$ cat src/rtl/socBusPkg.sv
// address map and register constants are fixed here; region sizes must stay powers of two
package socBusPkg;

    // bus widths
    localparam int DataWidth = 32;
    localparam int AddrWidth = 32;

    // address map, base and size in bytes
    localparam logic [AddrWidth-1:0] RamBase    = 32'h00000000;
    localparam logic [AddrWidth-1:0] RamSize    = 32'h1000;
    localparam logic [AddrWidth-1:0] RandomBase = 32'h00005000;
    localparam logic [AddrWidth-1:0] RandomSize = 32'h4;
    localparam logic [AddrWidth-1:0] TimerBase  = 32'h00005100;
    localparam logic [AddrWidth-1:0] TimerSize  = 32'h10;
    localparam logic [AddrWidth-1:0] SlowBase   = 32'h01000000;
    localparam logic [AddrWidth-1:0] SlowSize   = 32'h1000;

    // word index widths seen by each slave
    localparam int RamWordBits   = $clog2(RamSize / 4);
    localparam int TimerWordBits = $clog2(TimerSize / 4);
    localparam int SlowWordBits  = $clog2(SlowSize / 4);

    // timer register word indices
    localparam logic [TimerWordBits-1:0] TimerCtrl   = 2'd0;
    localparam logic [TimerWordBits-1:0] TimerPeriod = 2'd1;
    localparam logic [TimerWordBits-1:0] TimerCount  = 2'd2;
    localparam logic [TimerWordBits-1:0] TimerStatus = 2'd3;

    // galois lfsr feedback taps and reset state
    localparam logic [DataWidth-1:0] LfsrMask = 32'h80200003;
    localparam logic [DataWidth-1:0] LfsrSeed = 32'h00000001;

    // inclusive range check used by the address decoder
    function automatic logic inRegion(
        input logic [AddrWidth-1:0] address,
        input logic [AddrWidth-1:0] base,
        input logic [AddrWidth-1:0] size
    );
        inRegion = (address >= base) && (address <= (base + (size - 1)));
    endfunction

endpackage

$ cat src/rtl/randomGen.sv
// 32-bit galois lfsr, steps only on reads; a zero seed is replaced by one
`timescale 1ns/1ps

module randomGen import socBusPkg::*; (
    input  logic                 clk,
    input  logic                 rstN,
    input  logic                 read,
    input  logic                 write,
    input  logic [DataWidth-1:0] writeData,
    output logic [DataWidth-1:0] readData,
    output logic                 readValid
);

    logic [DataWidth-1:0] state;
    logic [DataWidth-1:0] nextState;

    // one right shift, taps folded in when a one falls out
    assign nextState = {1'b0, state[DataWidth-1:1]} ^ (state[0] ? LfsrMask : '0);

    always_ff @(posedge clk) begin
        if (!rstN) begin
            state     <= LfsrSeed;
            readValid <= 1'b0;
            readData  <= '0;
        end else begin
            readValid <= read;
            if (write) begin
                state <= (writeData == '0) ? LfsrSeed : writeData;
            end else if (read) begin
                readData <= state;
                state    <= nextState;
            end
        end
    end

endmodule

$ cat config.mk
export PLATFORM = sky130hd
export DESIGN_NAME = randomGen
export DESIGN_NICKNAME = d
export VERILOG_FILES = /design/src/rtl/socBusPkg.sv /design/src/rtl/randomGen.sv
export SDC_FILE = /design/constraint.sdc
export NUM_CORES = 1
export LEC_CHECK = 0
export BUFFER_PORTS_ARGS = -buffer_cell sky130_fd_sc_hd__buf_4
export CAP_MARGIN = 20
export CORE_MARGIN = 1.5
export CORE_UTILIZATION = 40
export CTS_BUF_LIST = sky130_fd_sc_hd__clkbuf_16
export DETAILED_ROUTE_END_ITERATION = 16
export SYNTH_ARGS = -nofsm -noshare
export SYNTH_HDL_FRONTEND = slang
export SYNTH_SLANG_ARGS = --single-unit
export TNS_END_PERCENT = 10
$ cat constraint.sdc
create_clock -name clk -period 2.3 [get_ports clk]
set_clock_uncertainty 0.05 [all_clocks]
set_input_delay 0.575 -clock clk [delete_from_list [all_inputs] [get_ports clk]]
set_output_delay 0.575 -clock clk [all_outputs]
set_load 0.005 [all_outputs]
Yosys cells after proc, flatten, opt, wreduce, memory -nomap -nowiden. Cells that the tools add are included.

Bits in registers: 65. Bits of input ports: 36. Output and inout bits: 33. Logic and storage cells: 12.

Muxes and demuxes: 4. Bitwise logic cells: 2. Reductions and logical operators: 3.

Operator list (number): two-way mux 32 bit (4); logical NOT 32 bit (1); XOR 31 x 32 -> 32 bit (1); AND reduction 2 bit (1); nonzero test 2 bit (1); NOT 1 bit (1).

Depth between registers and ports, before layout.
Word-level depth: 4. Gate-level depth with buffers: 6. Mapped depth without buffers: 4.

Worst setup path before layout. Ideal clock, no wire load.

Path type: input to register. Start point: in read. End point: reg state[13]. Arrival: 1.226 ns. Slack: 0.897 ns. Stages on the path: 6. Cell sequence: buf_6 buf_6 mux2i_1 nor2_1 a21oi_1 nor2_1.

Word-level cells in the longest chain between the ends: 1.

Ends and longest elaborated chain: from (decl) (line randomGen.sv:7) `input logic read,`; nonzero test 2 bit (no line); to (signal assigned) (line randomGen.sv:22) `state <= LfsrSeed;`; to (signal assigned) (line randomGen.sv:28) `state <= (writeData == '0) ? LfsrSeed : writeData;`; to (signal assigned) (line randomGen.sv:31) `state <= nextState;`; to (decl) (line randomGen.sv:14) `logic [DataWidth-1:0] state;`.

Every way passes these cells. A chain may end at the register's enable or synchronous reset.

Worst setup path after layout.
Start point: reg readData[18]. End point: out readData[18].

RTL lines: from (decl) (line randomGen.sv:10) `output logic [DataWidth-1:0] readData,`; from (signal assigned) (line randomGen.sv:30) `readData <= state;`.

No word-level cell between the ends.

==> flow_metrics.env <==
export IMPL_dp_cells=459
export IMPL_cp_max_fo=2
export IMPL_crit_path_max_incr_delay_ns=0.34
export IMPL_cts_buffers=9
export IMPL_slew_viol_final=0
export IMPL_place_area_um2=3220
export IMPL_hp_class="reg -> reg"
export IMPL_antennaDiodeCount=0
export IMPL_finalWirelength_mm=6.21
export IMPL_path_cells="buf_4"
export IMPL_clkTransAtPathRegs_ns=0.05
export IMPL_design_area_um2=3480
export IMPL_dieHeight_um=85.1
export IMPL_wl_per_cell_um=13.1
export IMPL_drive_gt1_frac=0.227
export IMPL_clk_path_buf_depth=2
export IMPL_io_buffer_count=68
export IMPL_synth_cell_type_count=22
export IMPL_cts_root_buf="clkbuf_16"
export IMPL_status="complete, but fails checks"
export IMPL_die_x_um=85.1
export IMPL_die_area_um2=7240
export IMPL_cts_tree="yes"
export IMPL_h_tree_depth=3
export IMPL_p_per_area_nw_per_um2=760
export IMPL_p_leak_nw=1.50
export IMPL_finalSetupTns_ns=0
export IMPL_grt_usage=0.182
export IMPL_period_share=0.611
export IMPL_cap_viol_max_count=0
export IMPL_utilization=0.541
export IMPL_rows=29
export IMPL_dr_pass1_iters=11
export IMPL_dp_slack_ns=0.561
export IMPL_antenna_found_initial=0
export IMPL_grt_pass1_wl_mm=10.4
export IMPL_hold_ws_ns=0.401
export IMPL_cts_sinks=65
export IMPL_cts_hold_buf=0
export IMPL_violations="design-rule violations"
export IMPL_final_common_cell="buf_4"
export IMPL_initial_core_util=0.420
export IMPL_fin_crit_ns=1.41
export IMPL_yosysSeqAreaShare=0.483
export IMPL_final_cell_mix="buf_4, nand2_1, dfxtp_1"
export IMPL_core_area_um2=6420
export IMPL_slew_headroom=0.733
export IMPL_worstPathArrival_ns=0.78
export IMPL_startpoint_type="flop"
export IMPL_synth_seq_cells=65
export IMPL_layout_cells_non_filler=474
export IMPL_vdd_drop_max_v=0.000391
export IMPL_rsz0062_at_grt="false"
export IMPL_drc=7
export IMPL_fin_ws_ns=0.895
export IMPL_antenna_left=0
export IMPL_post_cts_resized=0
export IMPL_final_net_count=429
export IMPL_routed_via_density=4.88
export IMPL_netlist_instances=331
export IMPL_crit_required_ns=1.67
export IMPL_overflow=0
export IMPL_endpoint_kind="output port"
export IMPL_crit_family="flip-flops"
export IMPL_hold_viol=0
export IMPL_area_delta_synth_final_pct=29.0
export IMPL_ios=69
export IMPL_grt_pass1_vias=2148
export IMPL_vias=2312
export IMPL_timing_fmax_mhz=712
export IMPL_synth_nets=367
export IMPL_netlist_area_um2=2700
export IMPL_path_buf_inv=1
export IMPL_gp_congestion=0.794
export IMPL_grt_max_degree=45
export IMPL_max_slew_worst_pin_slew_ns=0.397
export IMPL_postCtsSetupBuffers=0
export IMPL_finalSetupViolCount=0
export IMPL_critPathKind="reg -> out"
export IMPL_cpMaxStageDelayCell="dfxtp_1"
export IMPL_ys_warn_count=0
export IMPL_insertion_delay_ns=0.32
export IMPL_hpwlAfterDp_mm=4.27
export IMPL_p_total_mw=2.64
export IMPL_drtIter0Drc=118
export IMPL_syn_avg_cell_area_um2=8.14
==> where the power goes <==
part / total, mW / switching [mW] / internal (mW)
Combinational: 0.274 / 0.141 / 0.134
Clock: 1.16 / 0.450 / 0.705
Sequential: 1.21 / 0.0348 / 1.18
==> final timing paths <==
kind | slack, ns | cells after the start | end | start
worst max register to register | 1.21 | 4 | state[21] | state[0]
worst max-delay path | 0.89 | 1 | readData[18] | readData[18]
worst min-delay path | 0.40 | 2 | readData[17] | readData[17]
worst min register to register | 0.40 | 2 | readData[17] | readData[17]
==> cell type report <==
cell class,count,area [µm²]
inverters,2,7.51
clock buffers,9,225
repair buffers,76,596
flip-flops and latches,65,1300
well taps,77,96.3
multi-input cells,239,1220
clock inverters,6,27.5
fillers,650,2950
==> metal layers <==
| metal | track usage | vias up | wire length (µm) |
|---|---|---|---|
| li1 | - | 1228 | - |
| met1 | 0.247 | 1032 | 3010 |
| met2 | 0.278 | 50 | 2830 |
| met3 | 0.0593 | 2 | 340 |
| met4 | 0.0492 | 0 | 25 |
| met5 | 0 | - | 0 |
==> state kept, by name (all words and copies together) (netlist names) <==
| signal | flops |
|---|---|
| readData | 32 |
| readValid | 1 |
| state | 32 |
==> cell usage after synthesis <==
cell,count,area (µm²)
and2_1,1,6.26
a21oi_1,63,315
mux2i_1,29,290
nor4_1,8,50.1
nand2b_1,1,6.26
buf_2,9,45.0
nand2_1,65,244
o31a_1,1,8.76
buf_4,1,7.51
xnor2_1,3,26.3
buf_1,1,3.75
and2b_1,1,7.51
clkbuf_1,6,22.5
a211oi_1,2,15.0
buf_6,7,78.8
dfxtp_1,65,1300
nor2_1,62,233
o2111ai_1,1,8.76
clkbuf_2,1,5.00
inv_1,1,3.75
inv_2,1,3.75
nand4_1,2,12.5
==> kinds of logic (layout without fill, tap and decap cells) <==
kind of cell | count (synthesis) | after routing | synth area share
simple gates | 140 | 140 | 0.208
compound gates | 67 | 67 | 0.129
flops | 65 | 65 | 0.483
mux | 29 | 29 | 0.108
buf+inv | 27 | 93 | 0.0631
xor+xnor | 3 | 3 | 0.00975
(Power assumes the default switching activity.)
