===== config.mk =====
export PLATFORM = sky130hd
export DESIGN_NAME = socInterconnect
export DESIGN_NICKNAME = d
export VERILOG_FILES = /design/src/rtl/socBusPkg.sv /design/src/rtl/socInterconnect.sv
export SDC_FILE = /design/constraint.sdc
export NUM_CORES = 1
export LEC_CHECK = 0
export ABC_AREA = 1
export BUFFER_PORTS_ARGS = -buffer_cell sky130_fd_sc_hd__buf_2
export CORE_AREA = 4 4 88 90
export DETAILED_ROUTE_END_ITERATION = 10
export DIE_AREA = 0 0 92 94
export GPL_ROUTABILITY_DRIVEN = 0
export HOLD_SLACK_MARGIN = 0.12
export PLACE_DENSITY_LB_ADDON = 0.1
export SLEW_MARGIN = 15
export SYNTH_ARGS = -nofsm -noshare
export SYNTH_HDL_FRONTEND = slang
export SYNTH_SLANG_ARGS = --single-unit

===== constraint.sdc =====
create_clock -name clk -period 1.2 [get_ports clk]
set_input_delay 0.18 -clock clk [delete_from_list [all_inputs] [get_ports clk]]
set_output_delay 0.18 -clock clk [all_outputs]
set_load 0.02 [all_outputs]

===== src/rtl/socBusPkg.sv =====
// address map and register constants are fixed here; region sizes must stay powers of two
package socBusPkg;

    // bus widths
    localparam int DataWidth = 32;
    localparam int AddrWidth = 32;

    // address map, base and size in bytes
    localparam logic [AddrWidth-1:0] RamBase    = 32'h00000000;
    localparam logic [AddrWidth-1:0] RamSize    = 32'h1000;
    localparam logic [AddrWidth-1:0] RandomBase = 32'h00005000;
    localparam logic [AddrWidth-1:0] RandomSize = 32'h4;
    localparam logic [AddrWidth-1:0] TimerBase  = 32'h00005100;
    localparam logic [AddrWidth-1:0] TimerSize  = 32'h10;
    localparam logic [AddrWidth-1:0] SlowBase   = 32'h01000000;
    localparam logic [AddrWidth-1:0] SlowSize   = 32'h1000;

    // word index widths seen by each slave
    localparam int RamWordBits   = $clog2(RamSize / 4);
    localparam int TimerWordBits = $clog2(TimerSize / 4);
    localparam int SlowWordBits  = $clog2(SlowSize / 4);

    // timer register word indices
    localparam logic [TimerWordBits-1:0] TimerCtrl   = 2'd0;
    localparam logic [TimerWordBits-1:0] TimerPeriod = 2'd1;
    localparam logic [TimerWordBits-1:0] TimerCount  = 2'd2;
    localparam logic [TimerWordBits-1:0] TimerStatus = 2'd3;

    // galois lfsr feedback taps and reset state
    localparam logic [DataWidth-1:0] LfsrMask = 32'h80200003;
    localparam logic [DataWidth-1:0] LfsrSeed = 32'h00000001;

    // inclusive range check used by the address decoder
    function automatic logic inRegion(
        input logic [AddrWidth-1:0] address,
        input logic [AddrWidth-1:0] base,
        input logic [AddrWidth-1:0] size
    );
        inRegion = (address >= base) && (address <= (base + (size - 1)));
    endfunction

endpackage


===== src/rtl/socInterconnect.sv =====
// fixed four-slave map; unmapped reads return zero a cycle later, unmapped writes are dropped
`timescale 1ns/1ps

module socInterconnect import socBusPkg::*; (
    input  logic                     clk,
    input  logic                     rstN,
    input  logic [AddrWidth-1:0]     busAddress,
    input  logic                     busRead,
    input  logic                     busWrite,
    output logic                     busWaitRequest,
    output logic                     busReadValid,
    output logic [DataWidth-1:0]     busReadData,

    output logic                     ramRead,
    output logic                     ramWrite,
    output logic [RamWordBits-1:0]   ramAddress,
    input  logic [DataWidth-1:0]     ramData,
    input  logic                     ramValid,

    output logic                     randomRead,
    output logic                     randomWrite,
    input  logic [DataWidth-1:0]     randomData,
    input  logic                     randomValid,

    output logic                     timerRead,
    output logic                     timerWrite,
    output logic [TimerWordBits-1:0] timerAddress,
    input  logic [DataWidth-1:0]     timerData,
    input  logic                     timerValid,

    output logic                     slowRead,
    output logic                     slowWrite,
    output logic [SlowWordBits-1:0]  slowAddress,
    input  logic [DataWidth-1:0]     slowData,
    input  logic                     slowValid,
    input  logic                     slowWaitRequest
);

    logic ramHit;
    logic randomHit;
    logic timerHit;
    logic slowHit;
    logic unmappedHit;
    logic unmappedPending;
    logic [3:0] validBus;

    always_comb begin
        ramHit      = inRegion(busAddress, RamBase, RamSize);
        randomHit   = inRegion(busAddress, RandomBase, RandomSize);
        timerHit    = inRegion(busAddress, TimerBase, TimerSize);
        slowHit     = inRegion(busAddress, SlowBase, SlowSize);
        unmappedHit = !(ramHit || randomHit || timerHit || slowHit);
    end

    // strobes only reach the slave that was hit
    always_comb begin
        ramRead     = busRead && ramHit;
        ramWrite    = busWrite && ramHit;
        randomRead  = busRead && randomHit;
        randomWrite = busWrite && randomHit;
        timerRead   = busRead && timerHit;
        timerWrite  = busWrite && timerHit;
        slowRead    = busRead && slowHit;
        slowWrite   = busWrite && slowHit;

        // word index from bit 2 up
        ramAddress   = busAddress[RamWordBits+1:2];
        timerAddress = busAddress[TimerWordBits+1:2];
        slowAddress  = busAddress[SlowWordBits+1:2];

        // only the slow memory stretches an access
        busWaitRequest = slowHit ? slowWaitRequest : 1'b0;
    end

    // unmapped reads never stall, so the strobe is the acceptance
    always_ff @(posedge clk) begin
        if (!rstN) begin
            unmappedPending <= 1'b0;
        end else begin
            unmappedPending <= busRead && unmappedHit;
        end
    end

    always_comb begin
        validBus = {ramValid, randomValid, timerValid, slowValid};

        case (validBus)
            4'b1000: busReadData = ramData;
            4'b0100: busReadData = randomData;
            4'b0010: busReadData = timerData;
            4'b0001: busReadData = slowData;
            // unmapped response lands here as zero
            default: busReadData = '0;
        endcase

        busReadValid = (|validBus) || unmappedPending;
    end

endmodule


After elaboration in Yosys (flattened, before gate mapping) --
Index checks and enable logic that the tools add are counted.
Word-level totals: bits in registers 1, latch bits 0, RAM bits 0, bits in read-only memories 0, input port bits 169, output and inout bits 64, logic and storage cells 34, memories kept 0
Cells by class: add/subtract/negate cells 0, multiply operators 0, div/mod/pow operators 0, order comparisons 8, equal/unequal tests 4, shift operators 0, mux-type cells 2, bitwise operators 0, reduce and logical (&&, ||, !) cells 19
Operators with widths (number):
- one-hot mux 32 bit (4 select lines) | 1
- >= comparator 32 x 15 -> 1 bit (second input constant) | 2
- <= comparator 32 x 15 -> 1 bit (second input constant) | 2
- >= comparator 32 x 1 -> 1 bit (second input constant) | 1
- >= comparator 32 x 25 -> 1 bit (second input constant) | 1
- <= comparator 32 x 12 -> 1 bit (second input constant) | 1
- <= comparator 32 x 25 -> 1 bit (second input constant) | 1
- logical AND 1 bit | 13
- equality test 4 x 1 -> 1 bit (second input constant) | 1
- equality test 4 x 2 -> 1 bit (second input constant) | 1
- equality test 4 x 3 -> 1 bit (second input constant) | 1
- equality test 4 bit (second input constant) | 1
- logical OR 1 bit | 4
- OR reduction 4 bit | 1
- logical NOT 1 bit | 1
- two-way mux 1 bit | 1

Depth between registers and ports, before layout --
Gate-level depths: netlist of the first run.
depth in word-level cells 7, depth in mapped cells 9, gate-level depth less buffers 9

Worst setup path after synthesis of the first run --
OpenSTA, ideal clock, no wires.
path kind in2out, start input busAddress[29], end output randomRead, arrival 1.009 ns, required time 1.020 ns, slack 0.011 ns, stages on the path 7, path buffers 0, cell sequence nor2_1 > nand2_1 > nor2_2 > nand2_1 > nor2_1 > nand2_1 > nor2_1
Between the ends: word-level cells in the longest chain between the ends 3, elaborated cells between the ends (all ways) 4, classes of those cells 2 x order compare; 2 x reduce/logical
RTL lines:
- from (decl) | RTL line socInterconnect.sv:7 | input logic [AddrWidth-1:0] busAddress,
- >= comparator 32 x 15 -> 1 bit or <= comparator 32 x 15 -> 1 bit (tied branches) | RTL line socBusPkg.sv:39 | inRegion = (address >= base) && (address <= (base + (size - 1)));
- logical AND 1 bit (*) | RTL line socBusPkg.sv:39
- logical AND 1 bit (*) | RTL line socInterconnect.sv:59 | randomRead = busRead && randomHit;
- to (decl) | RTL line socInterconnect.sv:20 | output logic randomRead,
Every way passes the cells marked *; elsewhere a longest branch is shown, timed or not.

Worst setup path after layout of the first run --
start input busAddress[23], end output slowRead
Between the ends: word-level cells in the longest chain between the ends 3, elaborated cells between the ends (all ways) 4, classes of those cells 2 x order compare; 2 x reduce/logical
RTL lines:
- >= comparator 32 x 25 -> 1 bit or <= comparator 32 x 25 -> 1 bit (tied branches) | RTL line socBusPkg.sv:39
- logical AND 1 bit (*) | RTL line socBusPkg.sv:39
- logical AND 1 bit (*) | RTL line socInterconnect.sv:63 | slowRead = busRead && slowHit;
- to (decl) | RTL line socInterconnect.sv:31 | output logic slowRead,
Marks and branches as above.

==> impl_metrics.py, run 1 <==
metrics = {
    "logic_synthesis": {
        "synthAdderAreaFrac_pct": 0,
        "synth_xor_area_share_pct": 0,
        "synth.distinct_cells": 25,
        "synth_area_um2": 1950,
        "ys_ff_latch": 1,
        "synth_top_family_by_area": "simple AND/OR/NAND/NOR gates",
        "synthSimpleGateAreaFrac_pct": 46.9,
        "seq_area_frac_synth_pct": 1.03,
        "synth_cells": 293,
        "muxShareOfSynthArea_pct": 0,
        "ys_warn_count": 0,
        "syn_nets": 462,
        "synth_compound_area_share_pct": 24.6,
        "avgSynthCellArea_um2": 6.66,
    },
    "die": {
        "core_um2": 7060,
        "initial_core_util_pct": 27.6,
        "die_h_um": 94,
        "ios": 233,
        "dieArea_um2": 8650,
        "rows": 31,
        "die_w_um": 92,
    },
    "setup_path": {
        "crit_path_end_kind": "primary output",
        "crit_required_ns": 1.02,
        "start_kind": "input port",
        "critPathArrivalTime_ns": 1.22,
        "crit_type": "input port to primary output",
        "worst-path-max-fanout": 4,
    },
    "timing": {
        "finalHoldViolCount": 0,
        "fmax_mhz": 717,
        "min_period_ns": 1.40,
        "tightest_slew_ns": 0.241,
        "rsz0062_at_grt": "yes",
        "tns_ns": -5.32,
        "slew_violations": 0,
        "worst_slack_ns": -0.195,
        "relSlewSlack_pct": 83.9,
        "setup_violations": 43,
        "fin_crit_sh_pct": 116,
    },
    "global_routing": {
        "grt_pass1_vias": 3253,
        "grt_use_total_pct": 21.9,
        "grt_max_degree": 33,
        "antenna_found_initial": 0,
        "grt_overflow_total": 0,
        "grt_pass1_wl_um": 15600,
    },
    "final_layout": {
        "num-fill-cells": 650,
        "diodes": 0,
        "fin_util_pct": 61.8,
        "largest_reg_flops": 1,
        "layout.nets": 703,
        "max_flop_register": "unmappedPending",
        "multi_input_area_um2": 1720,
        "drive_gt1_share_pct": 72.9,
        "seq_area_um2": 20.0,
        "area_growth_pct": 123,
        "layoutNonFillerInstCount": 631,
        "top_regs": "unmappedPending: 1 flops",
    },
    "power_and_ir_drop": {
        "p_sw_share_pct": 47.3,
        "p_sw_uw": 676,
        "ir_worst_vdd_uv": 243,
        "seq_power_share_pct": 2.5,
        "p_per_area_nw_per_um2": 328,
        "p_clk_share_pct": 0,
        "p_leak_nw": 2.16,
        "combPwrFrac_pct": 97.5,
        "p_int_uw": 753,
    },
    "status": {
        "status": "finished, violations left",
        "failed_checks": "setup timing",
    },
    "clock_network": {
        "postCtsHoldBufs": 0,
        "clk_pin_slew_ns": 0,
    },
    "routing": {
        "drc": 0,
        "drtAntennaViolNets": 0,
        "drtPass1Iterations": 4,
        "vias": 3194,
        "post_drt_wl_per_cell_um": 16.7,
        "first_iter_violations": 183,
        "vias_per_cell": 5.06,
        "drt-total-wl_um": 10500,
    },
    "placed_design": {
        "dp_hpwl_um": 7120,
        "io_buffers": 230,
        "placed_cells": 608,
    },
    "min_path": {
        "worst_hold_path_type": "input port to flip-flop",
    },
    "job": {
        "cap_violations": 0,
    },
}
==> what timing repair did <==
action / 4_1_cts / 5_1_grt
setup buffers: 17 / 0
pin swaps: 34 / 26
setup endpoints to repair: 42 / 43
gates resized for setup: 124 / 53
gates cloned: 10 / 1
==> worst max-delay path, stage by stage <==
cell and delay, ns:
buf_6 0.10, nor2_4 0.10, nand2_2 0.06, nor2_2 0.11, buf_6 0.11, nand4_1 0.19
nor2_1 0.19, buf_4 0.16
==> layer usage <==
layer	GRT usage, %	vias to the layer above	wire [um]
met5	0	-	0
met4	4.83	0	164
met3	2.88	20	860
met2	42.9	175	5680
met1	25.1	1482	3810
li1	-	1517	-
==> cell families after synthesis <==
family / count (synthesis)
AO/OA/AOI/OAI: 34
buffers and inverters: 96
flip-flops: 1
AND/OR/NAND/NOR: 162
==> cell type report <==
class / instances / share of cell area [%]
inverter: 48 / 4.19
tap: 99 / 2.84
multi-input combinational: 196 / 39.5
timing repair buffer: 287 / 53.0
sequential: 1 / 0.459
==> layout by cell type (no fill, tap or decap), drive strengths merged <==
master,n
buf,286
nand3,69
inv,48
nor2,37
nand4,34
o2111ai,32
nand2,19
a21oi,1
or2,1
o22ai,1
nor3,1
nand3b,1
clkbuf,1
dfxtp,1
==> power by group through the flow <==
stage | Clock (mW) | Sequential [mW] | Combinational [mW]
floorplan | 0 | 0.0359 | 0.535
global placement | 0 | 0.0360 | 0.997
detailed placement | 0 | 0.0360 | 1.01
CTS | 0 | 0.0360 | 1.32
global route | 0 | 0.0360 | 1.48
finish | 0 | 0.0360 | 1.39
==> cells in the mapped netlist, drive strengths merged <==
| library cell | number | area share, % |
|---|---|---|
| o2111ai | 32 | 24 |
| nand3 | 69 | 22 |
| nor3 | 1 | 0.26 |
| or2 | 1 | 0.32 |
| inv | 48 | 9.4 |
| nand3b | 1 | 0.38 |
| o22ai | 1 | 0.32 |
| nand4 | 34 | 11 |
| nor2 | 37 | 8.9 |
| buf | 48 | 18 |
| a21oi | 1 | 0.26 |
| nand2 | 19 | 3.7 |
| dfxtp | 1 | 1.0 |
==> path summary, 6_finish.rpt <==
check,from,depth (start not counted),to
max,busAddress[23],8,slowRead
min,rstN,7,unmappedPending$_SDFF_PN0_
==> per-stage QoR <==
stage / setup slack [ns] / total power, mW / hold WS (ns) / instance area [um^2]
3_5_place_dp: -0.203 / 1.04 / 0.594 / 3250
4_1_cts: -0.191 / 1.36 / 0.597 / 4150
6_report: -0.195 / 1.43 / 0.590 / 4360
2_1_floorplan: 0.0111 / 0.571 / 0.457 / 1950
5_1_grt: -0.283 / 1.52 / 0.631 / 4360
3_3_place_gp: -0.167 / 1.03 / 0.590 / 3250
Power figures use the tool's default switching activity.
==> inputs of run 2 (changes only) <==
--- a/config.mk
+++ b/config.mk
@@ -5,7 +5,6 @@
 export SDC_FILE = /design/constraint.sdc
 export NUM_CORES = 1
 export LEC_CHECK = 0
-export ABC_AREA = 1
 export BUFFER_PORTS_ARGS = -buffer_cell sky130_fd_sc_hd__buf_2
 export CORE_AREA = 4 4 88 90
 export DETAILED_ROUTE_END_ITERATION = 10
==> impl_metrics.py, run 2 <==
metrics = {
    "logic_synthesis": {
        "synth.distinct_cells": 20,
        "synth_top_area_share_pct": 28.2,
        "synthArstFlopShare_pct": 0,
        "synth_common_cells": "nand2_1, a22oi_1, a22oi_2",
        "synthTopCellsByArea": "a22oi_2, a22oi_1, buf_4",
        "yosysTopAreaCell": "a22oi_2",
        "ys_ff_latch": 1,
        "ys_warn_count": 0,
        "synth_area_um2": 1330,
        "yosysMostFrequentCell": "nand2_1",
        "syn_nets": 334,
        "synthFlopType": "dfxtp_1",
        "avgSynthCellArea_um2": 8.07,
        "synth_edf_count": 0,
        "seq_area_frac_synth_pct": 1.50,
        "synth_cells": 165,
    },
    "placed_design": {
        "dp_hpwl_um": 6060,
        "placed_area_um2": 2640,
        "placed_cells": 476,
        "io_buffers": 230,
    },
    "final_layout": {
        "area_growth_pct": 153,
        "diodes": 0,
        "num-fill-cells": 717,
        "largest_reg_flops": 1,
        "layoutNonFillerInstCount": 490,
        "final_cell_mix": "buf_2, a22oi_2, buf_6, nand2_2, buf_4",
        "drive_gt1_share_pct": 93.9,
        "top_regs": "unmappedPending: 1 flops",
        "layout.nets": 562,
        "mostFrequentLayoutCell": "buf_2",
        "max_flop_register": "unmappedPending",
        "final_area_um2": 3370,
    },
    "timing": {
        "slew_violations": 0,
        "whs_ns": 0.447,
        "worst_slack_ns": -0.410,
        "finalHoldViolCount": 0,
        "relSlewSlack_pct": 77.1,
        "rsz0062_at_grt": "yes",
        "fmax_mhz": 621,
        "tightest_slew_ns": 0.341,
        "min_period_ns": 1.61,
        "fin_crit_sh_pct": 134,
        "setup_violations": 42,
    },
    "die": {
        "ios": 233,
        "die_w_um": 92,
        "initial_core_util_pct": 18.9,
        "rows": 31,
        "die_h_um": 94,
        "dieArea_um2": 8650,
        "core_um2": 7060,
    },
    "power_and_ir_drop": {
        "p_int_uw": 561,
        "p_leak_nw": 1.62,
        "combPwrFrac_pct": 96.5,
        "p_sw_share_pct": 45.7,
        "p_sw_uw": 471,
        "p_per_area_nw_per_um2": 307,
        "seq_power_share_pct": 3.5,
        "ir_worst_vdd_uv": 141,
        "p_clk_share_pct": 0,
    },
    "setup_path": {
        "crit_required_ns": 1.02,
        "crit_path_end_kind": "primary output",
        "worst-path-max-fanout": 5,
        "start_kind": "input port",
        "crit_type": "input port to primary output",
        "critPathArrivalTime_ns": 1.43,
    },
    "routing": {
        "drtPass1Iterations": 4,
        "vias": 2272,
        "first_iter_violations": 26,
        "vias_per_cell": 4.64,
        "drc": 0,
        "drt-total-wl_um": 8140,
        "drtAntennaViolNets": 0,
        "post_drt_wl_per_cell_um": 16.6,
    },
    "global_routing": {
        "grt_pass1_vias": 2412,
        "grt_max_degree": 33,
        "grt_use_total_pct": 16.3,
        "grt_pass1_wl_um": 11700,
        "antenna_found_initial": 0,
        "grt_overflow_total": 0,
    },
    "status": {
        "status": "finished, violations left",
        "failed_checks": "setup timing",
    },
    "min_path": {
        "worst_hold_path_type": "input port to flip-flop",
    },
    "clock_network": {
        "clk_pin_slew_ns": 0,
    },
    "job": {
        "cap_violations": 0,
    },
}
==> run 2: cell count changes in the layout (fill, tap and decap cells not counted), sizes merged, moves of 5 or more <==
cell / before / now
nand4: 34 / 0
o2111ai: 32 / 0
a22oi: 0 / 64
nand2: 19 / 37
buf: 286 / 259
nand3: 69 / 1
nor4: 0 / 6
nor2: 37 / 2
and3: 0 / 7
nor4b: 0 / 5
inv: 48 / 0
==> run 2: kinds of logic after synthesis <==
kind of cell	count (synthesis)	share of synthesized area, %
flip-flops	1	1.50
buffers and inverters	34	20.8
AO/OA/AOI/OAI	66	48.5
AND/OR/NAND/NOR	64	29.2
==> run 2: per-layer routing <==
layer	share of wire (%)	routed length [um]	global-route usage [%]	vias to the layer above
met2	54	4410	33.6	137
li1	-	-	-	1082
met4	0	0	0	0
met5	0	0	0	-
met3	9.7	792	3.21	0
met1	36	2940	18.1	1053
==> run 2: power by group through the flow <==
stage                     Combinational [mW]  Sequential, mW  Clock, mW
after floorplan                        0.377          0.0361          0
after global placement                 0.786          0.0362          0
after detailed placement               0.790          0.0362          0
after CTS                              0.972          0.0362          0
after global routing                    1.06          0.0366          0
final                                  0.996          0.0362          0
==> run 2: final timing paths <==
kind  cells past startpoint                          to  slack, ns            from
max                       6                 randomWrite      -0.41  busAddress[28]
min                       3  unmappedPending$_SDFF_PN0_       0.45            rstN
==> run 2: what timing repair did <==
item | CTS | global route
setup endpoints to repair | 42 | 42
hold buffers | 0 | 0
buffers inserted | 8 | 4
gates cloned | 5 | 3
pin swaps | 69 | 27
resized for setup | 122 | 45
==> run 2: cell type report <==
| cell class | count | area, um^2 | area share (%) |
|---|---|---|---|
| repair buffers | 260 | 1860 | 55.3 |
| flip-flops and latches | 1 | 20.0 | 0.595 |
| well taps | 99 | 124 | 3.68 |
| multi-input cells | 130 | 1360 | 40.4 |
==> run 2: worst max-delay path, cell delays in order <==
cell	delay (ns)
buf_6	0.09
nor4_4	0.27
nand2_2	0.13
nor4_4	0.40
and3_4	0.25
buf_6	0.11
==> run 2: per-stage QoR <==
| step | power (mW) | TNS (ns) | setup WS, ns | util (%) |
|---|---|---|---|---|
| 5_1_grt | 1.10 | -11.60 | -0.540 | 47.7 |
| 6_report | 1.03 | -8.55 | -0.410 | 47.7 |
| 3_5_place_dp | 0.826 | -15.33 | -0.557 | 37.5 |
| 4_1_cts | 1.01 | -10.95 | -0.444 | 46.1 |
| 3_3_place_gp | 0.823 | -15.17 | -0.533 | 37.5 |
| 2_1_floorplan | 0.413 | -1.16 | -0.162 | - |
