`src/rtl/socBusPkg.sv`:
```
// address map and register constants are fixed here; region sizes must stay powers of two
package socBusPkg;

    // bus widths
    localparam int DataWidth = 32;
    localparam int AddrWidth = 32;

    // address map, base and size in bytes
    localparam logic [AddrWidth-1:0] RamBase    = 32'h00000000;
    localparam logic [AddrWidth-1:0] RamSize    = 32'h1000;
    localparam logic [AddrWidth-1:0] RandomBase = 32'h00005000;
    localparam logic [AddrWidth-1:0] RandomSize = 32'h4;
    localparam logic [AddrWidth-1:0] TimerBase  = 32'h00005100;
    localparam logic [AddrWidth-1:0] TimerSize  = 32'h10;
    localparam logic [AddrWidth-1:0] SlowBase   = 32'h01000000;
    localparam logic [AddrWidth-1:0] SlowSize   = 32'h1000;

    // word index widths seen by each slave
    localparam int RamWordBits   = $clog2(RamSize / 4);
    localparam int TimerWordBits = $clog2(TimerSize / 4);
    localparam int SlowWordBits  = $clog2(SlowSize / 4);

    // timer register word indices
    localparam logic [TimerWordBits-1:0] TimerCtrl   = 2'd0;
    localparam logic [TimerWordBits-1:0] TimerPeriod = 2'd1;
    localparam logic [TimerWordBits-1:0] TimerCount  = 2'd2;
    localparam logic [TimerWordBits-1:0] TimerStatus = 2'd3;

    // galois lfsr feedback taps and reset state
    localparam logic [DataWidth-1:0] LfsrMask = 32'h80200003;
    localparam logic [DataWidth-1:0] LfsrSeed = 32'h00000001;

    // inclusive range check used by the address decoder
    function automatic logic inRegion(
        input logic [AddrWidth-1:0] address,
        input logic [AddrWidth-1:0] base,
        input logic [AddrWidth-1:0] size
    );
        inRegion = (address >= base) && (address <= (base + (size - 1)));
    endfunction

endpackage

```
`src/rtl/intervalTimer.sv`:
```
// free-running period timer; count is read only and a period of zero wraps at all ones
`timescale 1ns/1ps

module intervalTimer import socBusPkg::*; (
    input  logic                     clk,
    input  logic                     rstN,
    input  logic                     read,
    input  logic                     write,
    input  logic [TimerWordBits-1:0] address,
    input  logic [DataWidth-1:0]     writeData,
    output logic [DataWidth-1:0]     readData,
    output logic                     readValid,
    output logic                     timerIrq
);

    logic                 enable;
    logic                 flag;
    logic [DataWidth-1:0] period;
    logic [DataWidth-1:0] count;
    logic                 expire;

    assign expire   = enable && (count == period - 1'b1);
    assign timerIrq = flag;

    always_ff @(posedge clk) begin
        if (!rstN) begin
            enable    <= 1'b0;
            flag      <= 1'b0;
            period    <= '0;
            count     <= '0;
            readValid <= 1'b0;
            readData  <= '0;
        end else begin
            readValid <= read;

            if (expire) begin
                count <= '0;
            end else if (enable) begin
                count <= count + 1'b1;
            end

            // a fresh expiry beats a clear in the same cycle
            if (expire) begin
                flag <= 1'b1;
            end else if (write && address == TimerStatus) begin
                flag <= 1'b0;
            end

            if (write && address == TimerCtrl) begin
                enable <= writeData[0];
                count  <= '0;
            end
            if (write && address == TimerPeriod) begin
                period <= writeData;
            end

            if (read) begin
                case (address)
                    TimerCtrl:   readData <= {{(DataWidth-1){1'b0}}, enable};
                    TimerPeriod: readData <= period;
                    TimerCount:  readData <= count;
                    default:     readData <= {{(DataWidth-1){1'b0}}, flag};
                endcase
            end
        end
    end

endmodule

```
`config.mk`:
```
export PLATFORM = sky130hd
export DESIGN_NAME = intervalTimer
export DESIGN_NICKNAME = d
export VERILOG_FILES = /design/src/rtl/socBusPkg.sv /design/src/rtl/intervalTimer.sv
export SDC_FILE = /design/constraint.sdc
export NUM_CORES = 1
export LEC_CHECK = 0
export BUFFER_PORTS_ARGS = -buffer_cell sky130_fd_sc_hd__buf_2
export CAP_MARGIN = 25
export CORE_ASPECT_RATIO = 1.2
export CORE_MARGIN = 4
export CORE_UTILIZATION = 55
export DETAILED_ROUTE_END_ITERATION = 12
export PLACE_DENSITY = 0.82
export SLEW_MARGIN = 10
export SYNTH_ARGS = -nofsm -noshare
export SYNTH_HDL_FRONTEND = slang
export SYNTH_SLANG_ARGS = --single-unit
export TNS_END_PERCENT = 10
```
`constraint.sdc`:
```
create_clock -name clk -period 4.3 [get_ports clk]
set_clock_uncertainty 0.2 [all_clocks]
set_input_delay 0.43 -clock clk [delete_from_list [all_inputs] [get_ports clk]]
set_output_delay 0.43 -clock clk [all_outputs]
set_load 0.005 [all_outputs]
```
Word-level counts from Yosys, hierarchy flattened:

Cells that the tools add are included.
Widths: inputs -> output; s select.

* register bits: 99
* output and inout bits: 34
* logic and storage cells: 23
* input bits: 38

* equal/unequal tests: 4
* muxes and demuxes: 3
* reduce and logical (&&, ||, !) cells: 7
* bitwise logic cells: 1
* add/subtract/negate cells: 2

Operator list (count)
* $pmux 32 s3: 1
* $add 32x1->32 const B: 1
* $eq 32x32->1: 1
* $sub 32x1->32 const B: 1
* $eq 2x2->1 const B: 2
* $logic_and 1x1->1: 4
* $reduce_or 3->1: 1
* $eq 2x1->1 const B: 1
* $logic_not 2->1: 1
* $mux 1: 2
* $reduce_bool 2->1: 1
* $not 1->1: 1

Depth between registers and ports, before layout:

Gate-level depths: netlist of the first run.

* depth after elaboration: 4
* gate-level depth with buffers: 12
* depth with buffers taken out: 10

Least setup slack after synthesis of the first run:

No wires, ideal clock.

* kind: flip-flop to flip-flop
* start point: reg period[2]
* end point: reg count[24]
* data required time: 3985 ps
* path buffers: 3
* period minus slack after synthesis: 3173 ps
* arrival: 2858 ps
* slack: 1127 ps
* stages on the path, launching flop included: 12
* cells stage by stage: dfxtp_1 -> buf_6 -> or4_4 -> or3_1 -> buf_6 -> or3_1 -> nor3_2 -> o22a_2 -> nand4_2 -> o31ai_4 -> buf_8 -> nor2_2

* longest elaborated chain between the ends: 4

Ends and longest elaborated chain
* from (decl): RTL line intervalTimer.sv:18 `logic [DataWidth-1:0] period;`
* from (signal assigned): RTL line intervalTimer.sv:54 `period <= writeData;`
* $sub 32x1->32: RTL line intervalTimer.sv:22 `assign expire = enable && (count == period - 1'b1);`
* $eq 32x32->1: RTL line intervalTimer.sv:22
* $logic_and 1x1->1: RTL line intervalTimer.sv:22
* $reduce_or 3->1 (no line)
* to (signal assigned): RTL line intervalTimer.sv:39 `count <= count + 1'b1;`
* to (decl): RTL line intervalTimer.sv:19 `logic [DataWidth-1:0] count;`

No other way between the ends.
A chain may end at the register's enable or synchronous reset.

Worst setup path in the final report of the first run:

* start point: reg period[2]
* end point: reg count[19]

Same word-level chain as after synthesis.

==> flow_metrics.env, run 1 <==
export IMPL_wl_mm=13.42
export IMPL_worst_slew_pin_slew_ns=0.7605
export IMPL_synthCells=640
export IMPL_area_growth_pct=11.52
export IMPL_ant_nets=0
export IMPL_coreArea_um2=9564
export IMPL_postSynthAreaPerCell_um2=8.432
export IMPL_pin_count=72
export IMPL_clock_sinks=99
export IMPL_synth_top_area_share=0.3673
export IMPL_path_class="register to register"
export IMPL_dpl_cell_area_um2=5678
export IMPL_cts_buffers=9
export IMPL_synthTopCellsByCount="116 x nand2_1, 99 x dfxtp_1, 39 x clkbuf_1"
export IMPL_clk_latency_ns=0.35
export IMPL_clock_path_buffers=2
export IMPL_drv_slew=0
export IMPL_avgViaCountPerCell=5.945
export IMPL_synthTopCellsByArea="dfxtp_1 37%, nand2_1 8.1%, xor2_1 6.0%, o211a_1 5.8%, xnor2_1 4.7%"
export IMPL_wl_met1_mm=5.487
export IMPL_ys_ff_latch=99
export IMPL_antenna_cells=0
export IMPL_worstSetupEndpointType="register"
export IMPL_grt_max_degree=69
export IMPL_synth_cell_types=62
export IMPL_num_vias=4774
export IMPL_drc=0
export IMPL_synth_area_um2=5396
export IMPL_critPathRequiredTime_ns=4.33
export IMPL_synth_edf_count=0
export IMPL_yosysMostFrequentCell="nand2_1"
export IMPL_leakagePower_uw=0.002622
export IMPL_postCtsHoldBufs=0
export IMPL_rsz0062_at_grt="no"
export IMPL_wl_per_cell_um=16.71
export IMPL_worstReg2RegStart="period[2]"
export IMPL_cts_repair_resize_count=0
export IMPL_worst_setup_path_start_kind="register"
export IMPL_finalCritPeriodShare=0.7964
export IMPL_grt_total_usage=0.2369
export IMPL_top_layer="met4"
export IMPL_tritoncts="built"
export IMPL_fillers=842
export IMPL_status="completed"
export IMPL_layout_nets=715
export IMPL_initial_utilization=0.5642
export IMPL_yosys_warnings=0
export IMPL_r2r_end="count[19]"
export IMPL_stdcell_area_um2=6018
export IMPL_fp_row_count=39
export IMPL_min_path_cells=3
export IMPL_r2r_setup_slack_ns=0.88
export IMPL_pwr_density_cell_nw_per_um2=341.4
export IMPL_r2r_cells=9
export IMPL_worstPathArrival_ns=3.46
export IMPL_crit_fanout=20
export IMPL_htreeDepth=3
export IMPL_drv_cap=0
export IMPL_wl_met2_mm=7.008
export IMPL_hold_path_end="period[9]"
export IMPL_die_w_um=98.43
export IMPL_slew_limit_headroom=0.4883
export IMPL_hold_path_class="input port to register"
export IMPL_place_hpwl_mm=9.386
export IMPL_overflow=0
export IMPL_min_delay_start="writeData[9]"
export IMPL_async_flop_share=0
export IMPL_io_buffers=71
export IMPL_grt_pass1_wl_mm=21.92
export IMPL_drt_initial_drc_count=273
export IMPL_die_h_um=116.5
export IMPL_syn_nets=680
export IMPL_post_cts_buffers=0
export IMPL_routabilityCongestion=0.8812
export IMPL_setup_violations=0
export IMPL_synth_ff_type="dfxtp_1"
export IMPL_synth_seq_area_share=0.3673
export IMPL_cts_clk_slew_worst_paths_ns=0.07
export IMPL_fmax_mhz=292.0
export IMPL_hold_viol=0
export IMPL_met3_length_um=595
export IMPL_fin_crit_ns=3.424
export IMPL_tns_ns=0
export IMPL_worst_ir_drop_vdd_mv=0.1957
export IMPL_antenna_found_initial=0
export IMPL_clock_root_buffer="clkbuf_16"
export IMPL_synth_largest_area_cell="dfxtp_1"
export IMPL_first_global_vias=4590
export IMPL_firstDrtPassIters=5
export IMPL_dieArea_um2=11470
export IMPL_drive_above_1_share=0.1838
==> area by class of cell <==
type	instances	area, um^2	area share
inverter	9	33.78	0.005613
multi-input combinational	477	3108	0.5164
sequential	99	1982	0.3293
clock buffer	15	287.8	0.04782
clock inverter	1	5.005	0.0008316
tap	123	153.9	0.02557
timing repair buffer	79	447.9	0.07443
==> worst max path at each step <==
| stage | start | endpoint | slack (ns) | depth (start not counted) |
|---|---|---|---|---|
| floorplan | period[2] | count[24] | 1.13 | 11 |
| global placement | period[2] | count[7] | 1.02 | 9 |
| detailed placement | period[2] | count[7] | 0.88 | 9 |
| CTS | period[2] | count[19] | 0.88 | 9 |
| global route | period[2] | count[20] | 0.50 | 9 |
| finish | period[2] | count[19] | 0.88 | 9 |
==> sequential cells by signal, indices dropped and copies added, names as in the netlist <==
name and flops:
readData 32, timerIrq 1, readValid 1, enable 1, period 32, count 32
==> metrics by stage <==
stage | util | hold slack, ns | instances | setup slack [ns] | power, uW
finish | 0.6293 | 0.1299 | 803 | 0.8757 | 2055
global route | 0.6293 | 0.1338 | 803 | 0.5034 | 2137
CTS | 0.6243 | 0.1277 | 801 | 0.8778 | 2062
detailed placement | 0.5937 | 0.2620 | 785 | 0.8786 | 1274
global placement | 0.5937 | 0.2553 | 785 | 1.018 | 1264
floorplan | - | 0.2679 | 640 | 1.127 | 1197
==> layout by cell type, fill, tap and decap left out, types with 3 or more instances in the layout <==
| cell type | instances |
|---|---|
| a21boi_0 | 32 |
| a21oi_1 | 6 |
| a22oi_1 | 31 |
| a31oi_1 | 3 |
| and2_1 | 5 |
| and3_1 | 5 |
| and4_1 | 5 |
| buf_2 | 71 |
| buf_4 | 6 |
| clkbuf_16 | 9 |
| clkbuf_8 | 4 |
| dfxtp_1 | 99 |
| inv_1 | 9 |
| mux2i_1 | 3 |
| nand2_1 | 116 |
| nand2b_1 | 5 |
| nand3_1 | 14 |
| nand4_1 | 13 |
| nor2_1 | 36 |
| nor2_2 | 11 |
| nor2b_1 | 4 |
| nor3_1 | 14 |
| nor3_2 | 3 |
| nor3b_1 | 3 |
| nor4_1 | 11 |
| o211a_1 | 31 |
| o21a_1 | 4 |
| o21ai_0 | 6 |
| o41ai_1 | 4 |
| or2_2 | 3 |
| or3_1 | 7 |
| or4_1 | 5 |
| xnor2_1 | 29 |
| xor2_1 | 37 |
==> where the power goes <==
| part | switching (uW) | internal [uW] |
|---|---|---|
| Clock | 338 | 456 |
| Sequential | 28.6 | 943 |
| Combinational | 166 | 124 |
==> kinds of logic after synthesis <==
logic type                 synth area share
buffers and inverters               0.05819
DFF                                  0.3673
muxes                              0.009738
xor gates and xnor gates             0.1071
AOI/OAI and AO/OA                    0.1938
and+or+nand+nor                      0.2592
adders and majority gates          0.004636
==> per-layer routing <==
layer	track usage	up-vias
met2	0.4253	112
met3	0.04719	27
met4	0.09563	0
met5	0	-
met1	0.2779	2315
li1	-	2320
==> worst max-delay path: stages (launching register included) <==
cell     delay [ns]
dfxtp_1        0.40
or4_4          0.57
or3_1          0.53
nor3_2         0.42
xor2_1         0.11
o221a_2        0.26
o21a_1         0.20
o31ai_4        0.23
buf_4          0.30
nor2_1         0.09
Note: power is estimated with default switching activity, not from simulation.
==> run 2, diff against run 1 <==
ABC_AREA = 1   (was not set)
PLACE_DENSITY = 0.81   (was 0.82)
clock period = 3.3 ns   (was 4.3 ns; I/O delays follow)
==> flow_metrics.env, run 2 <==
export IMPL_status="completed"
export IMPL_syn_nets=981
export IMPL_antenna_found_initial=0
export IMPL_postSynthAreaPerCell_um2=6.505
export IMPL_worst_setup_path_start_kind="register"
export IMPL_pwr_share_comb=0.202
export IMPL_crit_fanout=32
export IMPL_worst_ir_drop_vdd_mv=0.4321
export IMPL_finalCritPeriodShare=0.8442
export IMPL_async_flop_share=0
export IMPL_dpl_worst_slack_ns=0.5682
export IMPL_io_buffers=71
export IMPL_tritoncts="built"
export IMPL_intPower_uw=2211
export IMPL_final_cell_mix="197 x nand2_1, 147 x inv_1, 139 x nor2_1"
export IMPL_stdcell_area_um2=6864
export IMPL_wl_per_cell_um=15.44
export IMPL_hold_path_end="timerIrq"
export IMPL_htreeDepth=3
export IMPL_num_vias=6124
export IMPL_cts_clk_slew_worst_paths_ns=0.07
export IMPL_coreArea_um2=10720
export IMPL_postCtsHoldBufs=0
export IMPL_synth_seq_area_share=0.3238
export IMPL_drv_slew=0
export IMPL_place_hpwl_mm=13.41
export IMPL_drc=0
export IMPL_final_common_cell="nand2_1"
export IMPL_dpl_cell_area_um2=6514
export IMPL_die_w_um=104.3
export IMPL_synthTopCellsByCount="198 x nand2_1, 147 x inv_1, 139 x nor2_1"
export IMPL_fp_row_count=41
export IMPL_p_clk_frac=0.388
export IMPL_worst_slew_pin_slew_ns=0.6297
export IMPL_cts_buffers=9
export IMPL_layout_nets=1036
export IMPL_clock_path_buffers=2
export IMPL_worstReg2RegStart="period[0]"
export IMPL_drt_initial_drc_count=450
export IMPL_grt_total_usage=0.2691
export IMPL_post_cts_buffers=0
export IMPL_critPathRequiredTime_ns=3.31
export IMPL_fmax_mhz=359.0
export IMPL_yosys_warnings=0
export IMPL_setup_violations=0
export IMPL_rsz0062_at_grt="no"
export IMPL_pwr_density_cell_nw_per_um2=455.0
export IMPL_synthCells=941
export IMPL_synth_largest_area_cell="dfxtp_1"
export IMPL_overflow=0
export IMPL_hold_path_class="input port to register"
export IMPL_ys_ff_latch=99
export IMPL_synthTopCellsByArea="dfxtp_1 32%, nand2_1 12%, inv_1 9.0%, nor2_1 8.5%, xor2_1 7.2%"
export IMPL_initial_utilization=0.5709
export IMPL_synth_ff_type="dfxtp_1"
export IMPL_r2r_setup_slack_ns=0.51
export IMPL_grt_max_degree=67
export IMPL_antenna_cells=0
export IMPL_seqCellArea_um2=1982
export IMPL_routabilityCongestion=0.9971
export IMPL_drv_cap=0
export IMPL_clk_latency_ns=0.34
export IMPL_worstSetupEndpointType="register"
export IMPL_swShare=0.2920
export IMPL_pin_count=72
export IMPL_leakagePower_uw=0.003306
export IMPL_firstDrtPassIters=5
export IMPL_power_share_sequential=0.410
export IMPL_multi_input_area_um2=3403
export IMPL_cts_repair_resize_count=0
export IMPL_hold_viol=0
export IMPL_r2r_cells=14
export IMPL_r2r_end="count[23]"
export IMPL_dieArea_um2=12890
export IMPL_yosysMostFrequentCell="nand2_1"
export IMPL_avgViaCountPerCell=5.419
export IMPL_synth_cell_types=36
export IMPL_slew_limit_headroom=0.5797
export IMPL_worstPathArrival_ns=2.79
export IMPL_p_sw_uw=911.8
export IMPL_top_regs="count: 32 flops, period: 32 flops, readData: 32 flops"
export IMPL_tns_ns=0
export IMPL_fin_crit_ns=2.786
export IMPL_min_path_cells=3
export IMPL_area_growth_pct=12.14
export IMPL_fin_ws_ns=0.5143
export IMPL_grt_pass1_wl_mm=27.79
export IMPL_drive_above_1_share=0.1409
export IMPL_clock_sinks=99
export IMPL_synth_edf_count=0
export IMPL_synth_area_um2=6121
export IMPL_synth_top_area_share=0.3238
export IMPL_clock_root_buffer="clkbuf_16"
export IMPL_wl_mm=17.45
export IMPL_die_h_um=123.6
export IMPL_fillers=958
export IMPL_first_global_vias=5650
export IMPL_ant_nets=0
export IMPL_path_class="register to register"
export IMPL_min_delay_start="rstN"
[run 2: kinds of logic after synthesis]
logic type,share of synthesized area
and+or+nand+nor,0.3342
buffers and inverters,0.1206
xor gates and xnor gates,0.08299
AOI/OAI and AO/OA,0.1343
adders and majority gates,0.004088
DFF,0.3238
[run 2: critical path, cell delays in order, from the launching register on]
cell and delay, ns:
dfxtp_1 0.32, inv_1 0.16, ha_1 0.32, nand2_4 0.12, nor2_4 0.22, xor2_1 0.17
inv_1 0.06, nor2_2 0.11, nand2_1 0.08, nor2_1 0.10, nand2_1 0.06, nor2_1 0.18
nand2_2 0.10, nand2_4 0.36, nor2_1 0.09
[run 2: layer usage]
metal  global-route usage  wire (um)  vias to the layer above
met5                    0          0                        -
met4              0.08894        310                        0
met3              0.03760       1085                       26
met2               0.4370       8098                      203
met1               0.3703       7951                     2806
li1                     -          -                     3089
[run 2: cell type report]
cell class | count | share of cell area
clock inverters | 6 | 0.01622
well taps | 129 | 0.02351
multi-input cells | 659 | 0.4958
inverters | 149 | 0.08148
clock buffers | 10 | 0.03482
flip-flops and latches | 99 | 0.2887
repair buffers | 78 | 0.05942
[run 2: how the worst max path moves through the flow]
stage	start	to	cells after the start
after detailed placement	period[0]	count[23]	14
after global placement	period[0]	count[31]	14
after CTS	period[0]	count[23]	14
final	period[0]	count[23]	14
after global routing	period[0]	count[28]	15
after floorplan	period[0]	count[1]	16
[run 2: power by group through the flow]
stage	sequential [uW]	combinational (uW)	clock, uW
after floorplan	1300	463	0
after global placement	1310	618	0
after detailed placement	1310	620	0
after CTS	1280	624	1220
after global routing	1280	712	1270
final	1280	630	1210
[run 2: stage by stage]
step                      instances  hold WS (ns)    util  power (uW)
after floorplan                 941        0.2559       -        1762
after global placement         1114        0.2629  0.6075        1923
after detailed placement       1114        0.2640  0.6075        1927
after CTS                      1130       0.04978  0.6402        3123
after global routing           1130       0.07144  0.6402        3267
final                          1130       0.05653  0.6402        3123
==> run 3, diff against run 2 <==
CORE_UTILIZATION = 53   (was 55)
clock period = 2.5 ns   (was 3.3 ns; I/O delays follow)
==> flow_metrics.env, run 3 (synthesized netlist as in run 2, its figures left out) <==
export IMPL_status="completed"
export IMPL_drc=0
export IMPL_layout_nets=1082
export IMPL_setup_violations=0
export IMPL_slew_limit_headroom=0.5993
export IMPL_worst_ir_drop_vdd_mv=0.3197
export IMPL_grt_total_usage=0.2777
export IMPL_pin_count=72
export IMPL_cts_clk_slew_worst_paths_ns=0.07
export IMPL_leakagePower_uw=0.003516
export IMPL_grt_max_degree=66
export IMPL_routabilityCongestion=0.9735
export IMPL_clock_path_buffers=2
export IMPL_p_total_uw=3992
export IMPL_htreeDepth=3
export IMPL_initial_utilization=0.5494
export IMPL_worst_slew_pin_slew_ns=0.6004
export IMPL_first_global_vias=6064
export IMPL_tritoncts="built"
export IMPL_pwr_density_cell_nw_per_um2=545.0
export IMPL_drive_above_1_share=0.1738
export IMPL_worstPathArrival_ns=2.44
export IMPL_place_hpwl_mm=14.11
export IMPL_io_buffers=71
export IMPL_die_w_um=106.1
export IMPL_fillers=1036
export IMPL_drv_slew=0
export IMPL_clk_latency_ns=0.35
export IMPL_grt_pass1_wl_mm=29.66
export IMPL_fp_row_count=42
export IMPL_final_cell_mix="196 x nand2_1, 147 x inv_1, 128 x nor2_1"
export IMPL_tns_ns=0
export IMPL_ant_nets=0
export IMPL_overflow=0
export IMPL_hold_path_class="input port to register"
export IMPL_worst_setup_path_start_kind="register"
export IMPL_clock_root_buffer="clkbuf_16"
export IMPL_antenna_found_initial=0
export IMPL_fmax_mhz=414.5
export IMPL_whs_ns=0.006247
export IMPL_drv_cap=0
export IMPL_firstDrtPassIters=5
export IMPL_worstSetupEndpointType="register"
export IMPL_crit_fanout=17
export IMPL_cts_buffers=9
export IMPL_area_growth_pct=19.66
export IMPL_fin_crit_ns=2.412
export IMPL_drt_initial_drc_count=555
export IMPL_antenna_cells=0
export IMPL_num_vias=6430
export IMPL_top_regs="count: 32 flops, period: 32 flops, readData: 32 flops"
export IMPL_avgViaCountPerCell=5.354
export IMPL_wl_mm=18.56
export IMPL_coreArea_um2=11140
export IMPL_die_h_um=125.7
export IMPL_final_common_cell="nand2_1"
export IMPL_wl_per_cell_um=15.45
export IMPL_final_util=0.6575
export IMPL_rsz0062_at_grt="no"
export IMPL_finalCritPeriodShare=0.9650
export IMPL_path_class="register to register"
export IMPL_clock_sinks=99
export IMPL_critPathRequiredTime_ns=2.53
export IMPL_dieArea_um2=13340
export IMPL_hold_viol=0
[run 3: power by group]
group	leakage [uW]	switching, uW	internal (uW)
Clock	0.000136	610	733
Combinational	0.00257	596	363
Sequential	0.000808	55.4	1630
[run 3: cell type report]
type,count,area (um^2),area share
multi-input cells,659,3461,0.4725
clock inverters,3,21.27,0.002904
flip-flops and latches,99,1982,0.2706
inverters,149,559.3,0.07636
well taps,154,192.7,0.02631
clock buffers,13,260.3,0.03553
repair buffers,124,848.3,0.1158
[run 3: path summary, 6_finish.rpt]
check	slack (ns)	endpoint	cells after the start	start
hold reg to reg	0.29	timerIrq	2	timerIrq
setup reg to reg	0.09	count[27]	15	period[0]
setup / recovery	0.09	count[27]	15	period[0]
hold / removal	0.006	period[31]	3	writeData[31]
[run 3: critical path, cell delays in order, from the launching register on]
cell and delay, ns:
dfxtp_1 0.33, inv_1 0.12, buf_4 0.15, nand2_2 0.10
nor2_4 0.19, buf_4 0.16, nand4_1 0.10, nand2_1 0.15
nand3_1 0.08, nor2_1 0.11, nand2_1 0.08, nor2_2 0.12
nand2_2 0.08, nand2_4 0.10, buf_12 0.16, nor2_1 0.05
[run 3: metrics by stage]
| stage | cells | worst slack (ns) | instance area [um^2] |
|---|---|---|---|
| 6_report | 1201 | 0.08754 | 7325 |
| 5_1_grt | 1201 | 0.001202 | 7325 |
| 4_1_cts | 1194 | 0.007684 | 7214 |
| 3_5_place_dp | 1160 | 0.04620 | 6753 |
| 3_3_place_gp | 1160 | 0.1056 | 6753 |
| 2_1_floorplan | 941 | 0.2994 | 6121 |
[run 3: timing repair]
item	CTS	global route
hold buffers	18	0
buffers inserted	0	7
resized for setup	0	17
endpoints found under the setup margin	0	32
endpoints found under the hold margin	18	0
[run 3: routing by layer]
layer	track usage	wire length, um	vias up
met3	0.03480	1056	44
met1	0.3703	8135	2975
li1	-	-	3183
met5	0	0	-
met4	0.1006	542	0
met2	0.4610	8825	228
